==> src/common/hs_pkg.sv <==
`default_nettype none

package hs_pkg;

  // ----------------------------------------
  // sizes
  localparam int NUM_SLOTS     = 8;
  localparam int SLOT_W        = 3;
  localparam int LEN_W         = 22;     // stored length, words
  localparam int BYTE_LEN_W    = 24;     // cpu length, bytes
  localparam int ADDR_W        = 32;     // word address
  localparam int MAX_BLOCK     = 64;
  localparam int BLK_W         = 7;
  localparam int PAGE_WORDS    = 4096;
  localparam int PAGE_W        = $clog2(PAGE_WORDS);
  localparam int POLL_INTERVAL = 8;      // cycles per slot
  localparam int POLL_W        = $clog2(POLL_INTERVAL);

  // block scheduler states
  localparam logic [2:0] SCH_IDLE = 3'd0;
  localparam logic [2:0] SCH_GO   = 3'd1;  // go up, waiting for ready to drop
  localparam logic [2:0] SCH_WAIT = 3'd2;  // block in the executor
  localparam logic [2:0] SCH_WB   = 3'd3;
  localparam logic [2:0] SCH_IRQ  = 3'd4;

  // page splitter states
  localparam logic [1:0] PS_IDLE = 2'd0;
  localparam logic [1:0] PS_ARM  = 2'd1;
  localparam logic [1:0] PS_WAIT = 2'd2;

  // ----------------------------------------
  // descriptor as stored
  typedef struct packed {
    logic              active;
    logic              dir;
    logic [1:0]        section;
    logic [1:0]        spare;
    logic [LEN_W-1:0]  len;
    logic [3:0]        pad;
    logic [ADDR_W-1:0] addr;
  } desc_t;

  typedef union packed {
    desc_t            f;
    logic [1:0][31:0] half;   // half[1]: flags and length
  } desc_word_u;

  // descriptor as written by the cpu
  typedef struct packed {
    logic                  active;
    logic                  dir;
    logic [1:0]            section;
    logic [3:0]            spare;
    logic [BYTE_LEN_W-1:0] byte_len;
    logic [ADDR_W-1:0]     addr;
  } cpu_word_t;

  // ----------------------------------------
  // ports
  typedef struct packed {
    logic              rd;
    logic              wr;
    logic [SLOT_W-1:0] slot;
    cpu_word_t         data;
  } cpu_req_t;

  typedef struct packed {
    logic        wr_ack;
    logic        rd_ack;
    logic [31:0] rdata;
  } cpu_rsp_t;

  typedef struct packed {
    logic [ADDR_W-1:0] addr;
    logic [BLK_W-1:0]  count;
    logic [1:0]        section;
    logic              dir;
    logic [SLOT_W-1:0] slot;
  } blk_cmd_t;

  typedef struct packed {
    logic              issue;
    logic [ADDR_W-1:0] addr;
    logic [BLK_W-1:0]  count;
    logic [1:0]        section;
    logic              dir;
  } mover_cmd_t;

  typedef struct packed {
    logic             done;
    logic [BLK_W-1:0] count_sent;
    logic             abort;
  } mover_rsp_t;

  typedef struct packed {
    logic              we;
    logic [SLOT_W-1:0] slot;
    desc_t             desc;
  } wb_t;

endpackage

`default_nettype wire

==> src/hw/desc_mem/desc_mem.sv <==
`timescale 1ns/10ps
`default_nettype none

module desc_mem
(
  input  wire                       CLK,
  input  wire                       RST,
  input  wire hs_pkg::cpu_req_t     cpu_req,
  output hs_pkg::cpu_rsp_t          cpu_rsp,
  input  wire [hs_pkg::SLOT_W-1:0]  rd_slot,
  output hs_pkg::desc_word_u        rd_data,
  input  wire hs_pkg::wb_t          wb
);
  import hs_pkg::*;

  desc_t             mem [NUM_SLOTS];
  desc_t             cpu_desc;
  logic [LEN_W-1:0]  cpu_words;
  logic              wr_go;
  logic              rd_go;
  logic              wr_ack;
  logic              rd_ack;
  logic [SLOT_W-1:0] cpu_rd_slot;
  desc_word_u        cpu_rd_word;
  logic [31:0]       rdata;

  // ----------------------------------------
  // cpu write word to stored descriptor

  // bytes to words, rounded up
  assign cpu_words = cpu_req.data.byte_len[BYTE_LEN_W-1:2] +
                     LEN_W'(|cpu_req.data.byte_len[1:0]);

  always_comb
  begin
    cpu_desc         = '0;
    cpu_desc.active  = cpu_req.data.active;
    cpu_desc.dir     = cpu_req.data.dir;
    cpu_desc.section = cpu_req.data.section;
    cpu_desc.len     = cpu_words;
    cpu_desc.addr    = cpu_req.data.addr;
  end

  // ----------------------------------------
  // arbitration, write-back first

  assign wr_go = cpu_req.wr && !wr_ack && !wb.we;
  assign rd_go = cpu_req.rd && !rd_ack && !wb.we &&
                 !(cpu_req.wr && !wr_ack);   // pending write goes first

  always_ff @(posedge CLK)
  begin
    if (!RST)
    begin
      for (int i = 0; i < NUM_SLOTS; i++)
        mem[i] <= '0;
      wr_ack <= 1'b0;
      rd_ack <= 1'b0;
    end
    else
    begin
      if (wb.we)
        mem[wb.slot] <= wb.desc;
      else if (wr_go)
        mem[cpu_req.slot] <= cpu_desc;
      wr_ack <= wr_go;  // one cycle pulse, request still held
      rd_ack <= rd_go;
    end
  end

  // ----------------------------------------
  // read ports

  assign cpu_rd_word.f = mem[cpu_rd_slot];

  always_ff @(posedge CLK)
  begin
    rd_data.f <= mem[rd_slot];   // scheduler port, one cycle latency
    if (rd_go)
      cpu_rd_slot <= cpu_req.slot;
    if (rd_ack)
      rdata <= cpu_rd_word.half[1];  // valid the cycle after rd_ack
  end

  assign cpu_rsp = '{wr_ack: wr_ack, rd_ack: rd_ack, rdata: rdata};

  // one cpu access acknowledged at a time
  a_ack_excl: assert property (@(posedge CLK) disable iff (!RST)
                               !(cpu_rsp.wr_ack && cpu_rsp.rd_ack));

endmodule

`default_nettype wire

==> src/hw/scheduler/slot_poller.sv <==
`timescale 1ns/10ps
`default_nettype none

module slot_poller
(
  input  wire                        CLK,
  input  wire                        RST,
  input  wire [3:0]                  chan_ready,
  input  wire                        busy,
  output logic [hs_pkg::SLOT_W-1:0]  rd_slot,
  input  wire hs_pkg::desc_word_u    rd_data,
  output logic                       cand_valid,
  output logic [hs_pkg::SLOT_W-1:0]  cand_slot,
  output hs_pkg::desc_t              cand_desc
);
  import hs_pkg::*;

  logic [POLL_W-1:0] poll_cnt;
  logic              look;      // rd_data belongs to the slot just selected

  // ----------------------------------------
  // carousel

  always_ff @(posedge CLK)
  begin
    if (!RST)
    begin
      poll_cnt  <= '0;
      rd_slot   <= '0;
      look      <= 1'b0;
      cand_slot <= '0;
    end
    else
    begin
      if (poll_cnt == POLL_W'(POLL_INTERVAL - 1))
      begin
        poll_cnt <= '0;
        rd_slot  <= rd_slot + 1'b1;  // wraps after the last slot
      end
      else
        poll_cnt <= poll_cnt + 1'b1;

      // read issued this cycle, data next cycle
      look      <= (poll_cnt == '0);
      cand_slot <= rd_slot;
    end
  end

  // ----------------------------------------
  // qualification

  assign cand_desc  = rd_data.f;
  assign cand_valid = look && cand_desc.active &&
                      chan_ready[cand_desc.section] &&
                      !busy;

endmodule

`default_nettype wire

==> src/hw/scheduler/block_scheduler.sv <==
`timescale 1ns/10ps
`default_nettype none

module block_scheduler
(
  input  wire                        CLK,
  input  wire                        RST,
  input  wire                        cand_valid,
  input  wire [hs_pkg::SLOT_W-1:0]   cand_slot,
  input  wire hs_pkg::desc_t         cand_desc,
  output logic                       busy,
  output logic                       go,
  output hs_pkg::blk_cmd_t           cmd,
  input  wire                        ready,
  input  wire [hs_pkg::BLK_W-1:0]    sent_count,
  input  wire                        restart,
  input  wire                        aborted,
  output hs_pkg::wb_t                wb,
  output logic                       irq,
  output logic [hs_pkg::SLOT_W-1:0]  irq_slot
);
  import hs_pkg::*;

  logic [2:0]        state;
  desc_t             cur;       // working addr and remaining len
  logic [SLOT_W-1:0] slot;
  logic [BLK_W-1:0]  blk;       // words asked of the executor
  logic              fin;       // last write-back of this transfer
  logic              wb_we;
  desc_t             wb_desc;
  desc_t             wb_next;
  logic [ADDR_W-1:0] new_addr;
  logic [LEN_W-1:0]  new_len;
  logic              finish;
  logic              take;
  logic              blk_done;
  logic              next_blk;

  function automatic logic [BLK_W-1:0] block_of(input logic [LEN_W-1:0] len);
    if (len > LEN_W'(MAX_BLOCK))
      return BLK_W'(MAX_BLOCK);
    else
      return len[BLK_W-1:0];
  endfunction

  assign take     = (state == SCH_IDLE) && cand_valid;
  assign blk_done = (state == SCH_WAIT) && ready;
  assign next_blk = (state == SCH_WB) && !fin;

  assign new_addr = cur.addr + ADDR_W'(sent_count);
  assign new_len  = cur.len - LEN_W'(sent_count);
  assign finish   = aborted || (new_len == '0);

  always_comb
  begin
    wb_next        = cur;
    wb_next.active = !finish;
    wb_next.len    = new_len;
    wb_next.addr   = new_addr;
  end

  // ----------------------------------------
  // control

  always_ff @(posedge CLK)
  begin
    if (!RST)
    begin
      state <= SCH_IDLE;
      go    <= 1'b0;
      wb_we <= 1'b0;
      fin   <= 1'b0;
      irq   <= 1'b0;
    end
    else
    begin
      case (state)
        SCH_IDLE:
          if (cand_valid)
          begin
            if (cand_desc.len == '0)
            begin
              wb_we <= 1'b1;   // nothing to move, just retire the slot
              fin   <= 1'b1;
              state <= SCH_WB;
            end
            else
            begin
              go    <= 1'b1;
              state <= SCH_GO;
            end
          end
        SCH_GO:
          if (!ready)
          begin
            go    <= 1'b0;
            state <= SCH_WAIT;
          end
        SCH_WAIT:
          if (ready)
          begin
            if (restart)
            begin
              go    <= 1'b1;   // rest of the cut block, no write-back
              state <= SCH_GO;
            end
            else
            begin
              wb_we <= 1'b1;
              fin   <= finish;
              state <= SCH_WB;
            end
          end
        SCH_WB:
        begin
          wb_we <= 1'b0;
          if (fin)
          begin
            irq   <= 1'b1;
            state <= SCH_IRQ;
          end
          else
          begin
            go    <= 1'b1;
            state <= SCH_GO;
          end
        end
        SCH_IRQ:
        begin
          irq   <= 1'b0;
          state <= SCH_IDLE;  // slot already written back inactive
        end
        default:
          state <= SCH_IDLE;
      endcase
    end
  end

  // ----------------------------------------
  // working registers

  always_ff @(posedge CLK)
  begin
    if (take)
    begin
      cur            <= cand_desc;
      slot           <= cand_slot;
      blk            <= block_of(cand_desc.len);
      wb_desc        <= cand_desc;
      wb_desc.active <= 1'b0;
    end
    if (blk_done)
    begin
      cur.addr <= new_addr;
      cur.len  <= new_len;
      blk      <= blk - sent_count;  // only reissued on restart
      wb_desc  <= wb_next;
    end
    if (next_blk)
      blk <= block_of(cur.len);
  end

  assign busy     = (state != SCH_IDLE);
  assign irq_slot = slot;
  assign cmd      = '{addr: cur.addr, count: blk, section: cur.section,
                      dir: cur.dir, slot: slot};
  assign wb       = '{we: wb_we, slot: slot, desc: wb_desc};

  // the slot is never read for a new block while its write-back is open
  a_go_wb: assert property (@(posedge CLK) disable iff (!RST) !(go && wb.we));

endmodule

`default_nettype wire

==> src/hw/block_exec/page_splitter.sv <==
`timescale 1ns/10ps
`default_nettype none

module page_splitter
(
  input  wire                       CLK,
  input  wire                       RST,
  input  wire                       go,
  input  wire hs_pkg::blk_cmd_t     cmd,
  output logic                      ready,
  output logic [hs_pkg::BLK_W-1:0]  sent_count,
  output logic                      restart,
  output logic                      aborted,
  output hs_pkg::mover_cmd_t        mover_cmd,
  input  wire hs_pkg::mover_rsp_t   mover_rsp
);
  import hs_pkg::*;

  logic [1:0]        state;
  blk_cmd_t          blk;        // latched block command
  logic [PAGE_W:0]   room;       // words left in the start page
  logic              cut;
  logic              cut_r;
  logic [BLK_W-1:0]  req;
  logic [BLK_W-1:0]  req_r;
  logic              issue;

  // ----------------------------------------
  // page cut

  assign room = PAGE_WORDS[PAGE_W:0] - {1'b0, blk.addr[PAGE_W-1:0]};
  assign cut  = {{(PAGE_W + 1 - BLK_W){1'b0}}, blk.count} > room;
  assign req  = cut ? room[BLK_W-1:0] : blk.count;  // room < count here

  // ----------------------------------------
  // control

  always_ff @(posedge CLK)
  begin
    if (!RST)
    begin
      state   <= PS_IDLE;
      issue   <= 1'b0;
      restart <= 1'b0;
      aborted <= 1'b0;
    end
    else
    begin
      case (state)
        PS_IDLE:
          if (go)
            state <= PS_ARM;
        PS_ARM:
        begin
          issue <= 1'b1;
          state <= PS_WAIT;
        end
        PS_WAIT:
        begin
          issue <= 1'b0;   // single cycle issue
          if (mover_rsp.done)
          begin
            // full cut block sent, rest goes at the next page
            restart <= cut_r && (mover_rsp.count_sent == req_r) &&
                       !mover_rsp.abort;
            aborted <= mover_rsp.abort;
            state   <= PS_IDLE;
          end
        end
        default:
          state <= PS_IDLE;
      endcase
    end
  end

  // ----------------------------------------
  // datapath

  always_ff @(posedge CLK)
  begin
    if (ready && go)
      blk <= cmd;
    if (state == PS_ARM)
    begin
      req_r <= req;
      cut_r <= cut;
    end
    if ((state == PS_WAIT) && mover_rsp.done)
      sent_count <= mover_rsp.count_sent;
  end

  assign ready     = (state == PS_IDLE);
  assign mover_cmd = '{issue: issue, addr: blk.addr, count: req_r,
                       section: blk.section, dir: blk.dir};

  // mover only answers a block that was issued
  a_done_busy: assert property (@(posedge CLK) disable iff (!RST)
                                mover_rsp.done |-> !ready);

endmodule

`default_nettype wire

==> src/hw/hyper_top.sv <==
`timescale 1ns/10ps
`default_nettype none

module hyper_top
(
  input  wire                        CLK,
  input  wire                        RST,
  input  wire hs_pkg::cpu_req_t      cpu_req,
  output wire hs_pkg::cpu_rsp_t      cpu_rsp,
  input  wire [3:0]                  chan_ready,
  output wire hs_pkg::mover_cmd_t    mover_cmd,
  input  wire hs_pkg::mover_rsp_t    mover_rsp,
  output wire                        irq,
  output wire [hs_pkg::SLOT_W-1:0]   irq_slot
);
  import hs_pkg::*;

  // descriptor store side
  logic [SLOT_W-1:0] rd_slot;
  desc_word_u        rd_data;
  wb_t               wb;

  // poller to scheduler
  logic              cand_valid;
  logic [SLOT_W-1:0] cand_slot;
  desc_t             cand_desc;
  logic              busy;

  // scheduler to executor
  logic              go;
  blk_cmd_t          cmd;
  logic              ready;
  logic [BLK_W-1:0]  sent_count;
  logic              restart;
  logic              aborted;

  desc_mem u_desc_mem
  (
    .CLK     (CLK),
    .RST     (RST),
    .cpu_req (cpu_req),
    .cpu_rsp (cpu_rsp),
    .rd_slot (rd_slot),
    .rd_data (rd_data),
    .wb      (wb)
  );

  slot_poller u_slot_poller
  (
    .CLK        (CLK),
    .RST        (RST),
    .chan_ready (chan_ready),
    .busy       (busy),
    .rd_slot    (rd_slot),
    .rd_data    (rd_data),
    .cand_valid (cand_valid),
    .cand_slot  (cand_slot),
    .cand_desc  (cand_desc)
  );

  block_scheduler u_block_scheduler
  (
    .CLK        (CLK),
    .RST        (RST),
    .cand_valid (cand_valid),
    .cand_slot  (cand_slot),
    .cand_desc  (cand_desc),
    .busy       (busy),
    .go         (go),
    .cmd        (cmd),
    .ready      (ready),
    .sent_count (sent_count),
    .restart    (restart),
    .aborted    (aborted),
    .wb         (wb),
    .irq        (irq),
    .irq_slot   (irq_slot)
  );

  page_splitter u_page_splitter
  (
    .CLK        (CLK),
    .RST        (RST),
    .go         (go),
    .cmd        (cmd),
    .ready      (ready),
    .sent_count (sent_count),
    .restart    (restart),
    .aborted    (aborted),
    .mover_cmd  (mover_cmd),
    .mover_rsp  (mover_rsp)
  );

endmodule

`default_nettype wire

==> config.mk <==
export PLATFORM = sky130hd
export DESIGN_NAME = hyper_top
export DESIGN_NICKNAME = d
export VERILOG_FILES = /design/src/common/hs_pkg.sv /design/src/hw/desc_mem/desc_mem.sv /design/src/hw/scheduler/slot_poller.sv /design/src/hw/scheduler/block_scheduler.sv /design/src/hw/block_exec/page_splitter.sv /design/src/hw/hyper_top.sv
export SDC_FILE = /design/constraint.sdc
export NUM_CORES = 1
export LEC_CHECK = 0
export ABC_AREA = 1
export BUFFER_PORTS_ARGS = -buffer_cell sky130_fd_sc_hd__buf_2
export CAP_MARGIN = 20
export CORE_AREA = 5 5 269 271
export DETAILED_ROUTE_END_ITERATION = 16
export DIE_AREA = 0 0 274 276
export PLACE_DENSITY_LB_ADDON = 0.15
export REMOVE_ABC_BUFFERS = 1
export SYNTH_ARGS = -nofsm -noshare
export SYNTH_HDL_FRONTEND = slang
export SYNTH_SLANG_ARGS = --single-unit
==> constraint.sdc <==
create_clock -name CLK -period 4.1 [get_ports CLK]
set_input_delay 0.82 -clock CLK [delete_from_list [all_inputs] [get_ports CLK]]
set_output_delay 0.82 -clock CLK [all_outputs]
set_load 0.05 [all_outputs]
==> flow_summary.json, run 1 <==
{
  "status": "completed",
  "syn_area_per_cell_um2": 9.77,
  "yosysSeqAreaShare": 0.621,
  "p_int_mw": 14.3,
  "leakage_nw": 16.8,
  "hp-class": "input port to register",
  "route.met2.wl_mm": 52.5,
  "gp_congestion": 0.951,
  "antenna_found_initial": 1,
  "first_iter_violations": 3787,
  "first_global_vias": 28000,
  "synth-edff-count": 741,
  "p_seq_frac": 0.514,
  "finalMaxSlewViolations": 0,
  "relSlewSlack": 0.222,
  "holdWs_ns": 0.379,
  "num_antenna_cells": 0,
  "pwr-share-comb": 0.084,
  "power_density_nw_per_um2": 439,
  "overflow": 0,
  "drv_cap": 0,
  "start_util": 0.556,
  "fill_cells": 5650,
  "drive_above_1_share": 0.101,
  "met1_length_mm": 44.1,
  "worstSkewPairLatency_ns": 0.66,
  "vias": 29700,
  "yosysWarnings": 0,
  "pwr-share-clk": 0.402,
  "post-route-period-util": 0.828,
  "total_power_mw": 19.0,
  "cts_buffer_depth": 3,
  "synth-seq-cells": 829,
  "cp.arrival_ns": 3.78,
  "ys_async_sr_fraction": 0,
  "grt_setup_unrepaired": "no",
  "worstPathMaxFanout": 6,
  "crit_path_end_kind": "register",
  "clk_pin_slew_ns": 0.06,
  "die_w_um": 274,
  "area.growth.synth_to_final_pct": 11.8,
  "clock_skew_ns": 0.0343,
  "syn_area_um2": 38600,
  "max_freq_mhz": 295,
  "fin_cells": 5018,
  "fin_nets": 4130,
  "required_ns": 4.49,
  "wl_mm": 112,
  "dr.max_layer_used": "met4",
  "io_pins": 165,
  "dpl.cell_count": 4858,
  "postSynthCellCount": 3954,
  "hpwlAfterDp_mm": 64.0,
  "vdd_ir_drop_max_mv": 0.290,
  "ctsResizeCount": 0,
  "grt_pass1_wl_mm": 167,
  "switching_share": 0.245,
  "cts.sinks": 829,
  "dieArea_um2": 75600,
  "hold_buffers": 0,
  "tritoncts": "yes",
  "drc": 0,
  "cts-root-buf": "clkbuf_16",
  "row_count": 97,
  "via_per_inst": 5.91,
  "grt.total_usage": 0.288,
  "avgRoutedWirePerCell_um": 22.2,
  "fin_crit_ns": 3.40,
  "core_area_um2": 69500,
  "die_y_um": 276,
  "h-tree-depth": 3,
  "ant_nets": 0,
  "hold_viol_final": 0,
  "drt-pass1-iter-count": 8,
  "setup_viol_count_final": 0,
  "worst_slew_pin_slew_ns": 1.17,
  "synth-main-ff-cell": "edfxtp_1",
  "yosysUniqueCellTypes": 42,
  "cts_setup_buffers": 0,
  "cts_buffers": 85,
  "final.setup.tns_ns": 0,
  "startpoint_type": "register",
  "wl_met3_mm": 11.6,
  "grt_max_degree": 225,
  "p_sw_mw": 4.65,
  "port_buffers": 160,
  "crit_type": "register to register"
}
## per-stage QoR
stage / area [um2] / util / setup slack (ns)
finish: 43200 / 0.621 / 0.705
floorplan: 37400 / - / -6.56
global placement: 40500 / 0.582 / 0.717
global route: 43200 / 0.621 / 0.654
CTS: 43200 / 0.621 / 0.915
detailed placement: 40500 / 0.582 / 0.649
## per-layer routing
layer  global-route usage  vias to the layer above
li1                     -                    13700
met1                0.398                    14200
met2                0.464                     1574
met3               0.0545                      249
met4               0.0938                        0
met5                    0                        -
## final timing paths
| kind | start | endpoint | slack (ns) | cells after the start |
|---|---|---|---|---|
| setup / recovery | u_page_splitter.sent_count[4] | u_block_scheduler.wb[31] | 0.70 | 11 |
| hold / removal | cpu_req[66] | u_desc_mem.cpu_rd_slot[2] | 0.38 | 1 |
| setup reg to reg | u_page_splitter.sent_count[4] | u_block_scheduler.wb[31] | 0.70 | 11 |
| hold reg to reg | u_slot_poller.cand_slot[1] | u_block_scheduler.irq_slot[1] | 0.41 | 0 |
## flip-flops by register name, summed over array words and instances, names as in the netlist, 7 cells and up
name / count
u_block_scheduler.cur: 28
u_desc_mem.mem: 512
u_block_scheduler.wb: 64
u_page_splitter.req_r: 7
u_page_splitter.mover_cmd: 35
u_page_splitter.sent_count: 7
u_block_scheduler.blk: 7
u_block_scheduler.cmd: 35
u_desc_mem.rdata: 32
u_desc_mem.rd_data: 64
u_page_splitter.blk: 7
## final cells by class
class                           count  area (um2)  area share
Clock inverter                     35         323     0.00747
Multi-Input combinational cell   2550       12400       0.287
Timing Repair Buffer              239        1730      0.0401
Clock buffer                      125        2410      0.0557
Tap cell                          940        1180      0.0272
Inverter                          300        1130      0.0262
Sequential cell                   829       24000       0.556
## cells by family (layout without fill, tap and decap cells)
| kind of cell | after synthesis | after routing | synth area share |
|---|---|---|---|
| multiplexers | 46 | 46 | 0.0119 |
| flip-flops | 829 | 829 | 0.621 |
| AND/OR/NAND/NOR | 1491 | 1491 | 0.152 |
| AO/OA/AOI/OAI | 931 | 931 | 0.131 |
| XOR/XNOR | 41 | 41 | 0.00929 |
| buffers and inverters | 575 | 699 | 0.0607 |
| adder cells (fa/ha/maj) | 41 | 41 | 0.0139 |
## cells in the final DEF, fill, tap and decap left out, types with 4 or more instances in the layout
cell type	instances
buf_12	27
clkbuf_1	28
dfxtp_1	85
ha_1	38
clkinv_1	7
o21ai_0	533
clkbuf_16	86
nand3_1	63
o211ai_1	64
o21ai_1	11
xnor2_1	15
mux2i_1	46
xor2_1	26
o31ai_1	4
clkbuf_8	11
or2_2	12
nor2_1	943
o22ai_1	35
a21oi_1	171
edfxtp_1	741
nand4_1	28
a31oi_1	99
nor3_1	28
inv_2	4
nand3b_1	7
nand2_4	17
nor4_1	7
nand2_1	380
buf_4	52
inv_1	292
clkinv_2	18
buf_2	160
## synthesized netlist by cell type, types with 2 or more instances
cell type | number | area share
o31ai_1 | 4 | 0.00078
inv_1 | 293 | 0.028
edfxtp_1 | 741 | 0.58
nand3b_1 | 7 | 0.0014
buf_1 | 42 | 0.0041
o22ai_1 | 35 | 0.0057
buf_4 | 41 | 0.0080
nor3_1 | 28 | 0.0036
a31oi_1 | 99 | 0.016
o21ai_1 | 11 | 0.0014
xor2_1 | 26 | 0.0059
o32ai_1 | 2 | 0.00045
mux2i_1 | 46 | 0.012
a21oi_1 | 171 | 0.022
nand4_1 | 28 | 0.0045
xnor2_1 | 15 | 0.0034
nor2_1 | 944 | 0.092
nand3_1 | 64 | 0.0083
clkinv_1 | 3 | 0.00029
o21bai_1 | 2 | 0.00039
dfxtp_1 | 88 | 0.046
ha_1 | 38 | 0.012
inv_2 | 4 | 0.00039
nor4_1 | 7 | 0.0011
nand2_1 | 397 | 0.039
a21boi_0 | 3 | 0.00058
nor3b_1 | 2 | 0.00039
fa_1 | 3 | 0.0016
buf_2 | 27 | 0.0035
clkbuf_1 | 165 | 0.016
o21ai_0 | 533 | 0.069
or2_2 | 12 | 0.0019
o211ai_1 | 64 | 0.012
## critical path: stages, from the launching register on
cell and delay, ns:
edfxtp_1 0.47, ha_1 0.38, inv_1 0.06, o21ai_0 0.43, a21oi_1 0.27, o21ai_2 0.35
nand2_1 0.21, nor2_2 0.29, nand3_1 0.28, xnor2_1 0.20, nand2_1 0.13, nand2_1 0.08
## power groups by stage
| stage | clock [mW] | sequential (mW) | combinational, mW |
|---|---|---|---|
| after global routing | 8.05 | 9.77 | 1.74 |
| final | 7.62 | 9.74 | 1.60 |
| after detailed placement | 0 | 9.91 | 1.57 |
| after global placement | 0 | 9.91 | 1.56 |
| after CTS | 7.69 | 9.74 | 1.58 |
| after floorplan | 0 | 10.1 | 0.793 |
(Power assumes the default switching activity.)
==> run 2: changes to the inputs <==
==> constraint.sdc (replaced) <==
create_clock -name CLK -period 3.06 [get_ports CLK]
set_input_delay 0.612 -clock CLK [delete_from_list [all_inputs] [get_ports CLK]]
set_output_delay 0.612 -clock CLK [all_outputs]
set_load 0.05 [all_outputs]
==> run 2 against run 1 <==
  * Combinational power grew 41%
  * Flip-flop and latch count did not move
  * Total power rose by 38%
  * Clock power is 42% higher
  * Via count grew 1.2%
  * Register-to-register slack worse by 0.49 ns
  * Critical path depth increased by 5
  * Largest power group unchanged
==> flow_summary.json, run 2 (same netlist as run 1, synthesis figures left out) <==
{
  "wl_mm": 111,
  "start_util": 0.556,
  "antenna_found_initial": 1,
  "status": "completed",
  "required_ns": 3.42,
  "area.growth.synth_to_final_pct": 14.5,
  "avgRoutedWirePerCell_um": 21.8,
  "post-route-period-util": 0.928,
  "relSlewSlack": 0.389,
  "drv_cap": 0,
  "layout_common_cells": "nor2_1, edfxtp_1, o21ai_0, nand2_1, inv_1",
  "fin_crit_ns": 2.84,
  "grt_pass1_wl_mm": 168,
  "tritoncts": "yes",
  "hpwlAfterDp_mm": 64.4,
  "overflow": 0,
  "dieArea_um2": 75600,
  "largest_reg_flops": 512,
  "fin_nets": 4216,
  "io_pins": 165,
  "cts.sinks": 829,
  "pwr-share-clk": 0.413,
  "p_sw_mw": 6.23,
  "switching_share": 0.239,
  "p_seq_frac": 0.501,
  "max_freq_mhz": 352,
  "cts-root-buf": "clkbuf_16",
  "crit_path_end_kind": "register",
  "first_global_vias": 28900,
  "cts_buffer_depth": 3,
  "port_buffers": 160,
  "worstPathMaxFanout": 4,
  "setup_viol_count_final": 0,
  "clk_pin_slew_ns": 0.06,
  "vias": 30000,
  "num_antenna_cells": 0,
  "worst_slack_ns": 0.219,
  "holdWs_ns": 0.182,
  "mostFrequentLayoutCell": "nor2_1",
  "leakage_nw": 17.4,
  "hp-class": "input port to register",
  "grt.total_usage": 0.287,
  "cts_buffers": 88,
  "cts_setup_buffers": 0,
  "h-tree-depth": 3,
  "ctsResizeCount": 0,
  "worstSkewPairLatency_ns": 0.64,
  "grt_setup_unrepaired": "no",
  "vdd_ir_drop_max_mv": 0.416,
  "clock_skew_ns": 0.0193,
  "die_w_um": 274,
  "drc": 0,
  "drt-pass1-iter-count": 6,
  "p_int_mw": 19.8,
  "core_area_um2": 69500,
  "cp.arrival_ns": 3.21,
  "first_iter_violations": 3429,
  "startpoint_type": "register",
  "ant_nets": 0,
  "dp_slack_ns": 0.0223,
  "final.setup.tns_ns": 0,
  "gp_congestion": 0.944,
  "largest_register": "u_desc_mem.mem",
  "finalMaxSlewViolations": 0,
  "row_count": 97,
  "total_power_mw": 26.1,
  "grt_max_degree": 164,
  "hold_buffers": 0,
  "via_per_inst": 5.88,
  "pwr-share-comb": 0.087,
  "power_density_nw_per_um2": 589,
  "hold_viol_final": 0,
  "crit_type": "register to register",
  "drive_above_1_share": 0.121,
  "die_y_um": 276,
  "worst_slew_pin_slew_ns": 0.915
}
[run 2: final timing paths]
| kind | slack [ns] | endpoint | cells after the start | from |
|---|---|---|---|---|
| max | 0.22 | u_block_scheduler.cmd[37] | 16 | u_page_splitter.sent_count[0] |
| min reg2reg | 0.40 | u_block_scheduler.irq_slot[1] | 0 | u_slot_poller.cand_slot[1] |
| min | 0.18 | u_desc_mem.cpu_rd_slot[2] | 1 | cpu_req[66] |
| max reg2reg | 0.22 | u_block_scheduler.cmd[37] | 16 | u_page_splitter.sent_count[0] |
[run 2: cell type report]
class                   instances  area, um2
fillers                      5518      25300
well taps                     940       1180
multi-input cells            2550      12400
clock buffers                 123       2430
repair buffers                322       2540
flip-flops and latches        829      24000
inverters                     300       1130
clock inverters                42        483
[run 2: stage by stage]
step                      instances  utilization  instance area (um2)
final                          5106        0.636                44200
after global routing           5106        0.636                44200
after CTS                      5106        0.636                44200
after detailed placement       4941        0.594                41300
after global placement         4941        0.594                41300
after floorplan                3679            -                37400
[run 2: critical path: stages (launching register included)]
cell and delay (ns):
edfxtp_1 0.39, ha_1 0.20, inv_1 0.06, fa_1 0.37, inv_1 0.10, nand3_1 0.08, nand3_1 0.11, inv_1 0.07
o21ai_1 0.15, buf_4 0.17, nand2_2 0.12, nor2_2 0.15, nand2_1 0.09, buf_4 0.15, nor3_1 0.12, nand3b_1 0.14
o21ai_0 0.10
[run 2: per-layer routing]
| metal | GRT usage | vias up | share of wire |
|---|---|---|---|
| met5 | 0 | - | 0.00012 |
| met4 | 0.107 | 2 | 0.035 |
| met3 | 0.0489 | 270 | 0.10 |
| met2 | 0.461 | 1618 | 0.47 |
| met1 | 0.396 | 14300 | 0.39 |
| li1 | - | 13900 | - |
[run 2: power groups by stage]
| stage | registers [mW] | clock network [mW] | logic [mW] |
|---|---|---|---|
| 6_report | 13.0 | 10.8 | 2.26 |
| 5_1_grt | 13.1 | 11.4 | 2.44 |
| 4_1_cts | 13.0 | 10.9 | 2.24 |
| 3_5_place_dp | 13.3 | 0 | 2.23 |
| 3_3_place_gp | 13.3 | 0 | 2.20 |
| 2_1_floorplan | 13.5 | 0 | 1.06 |
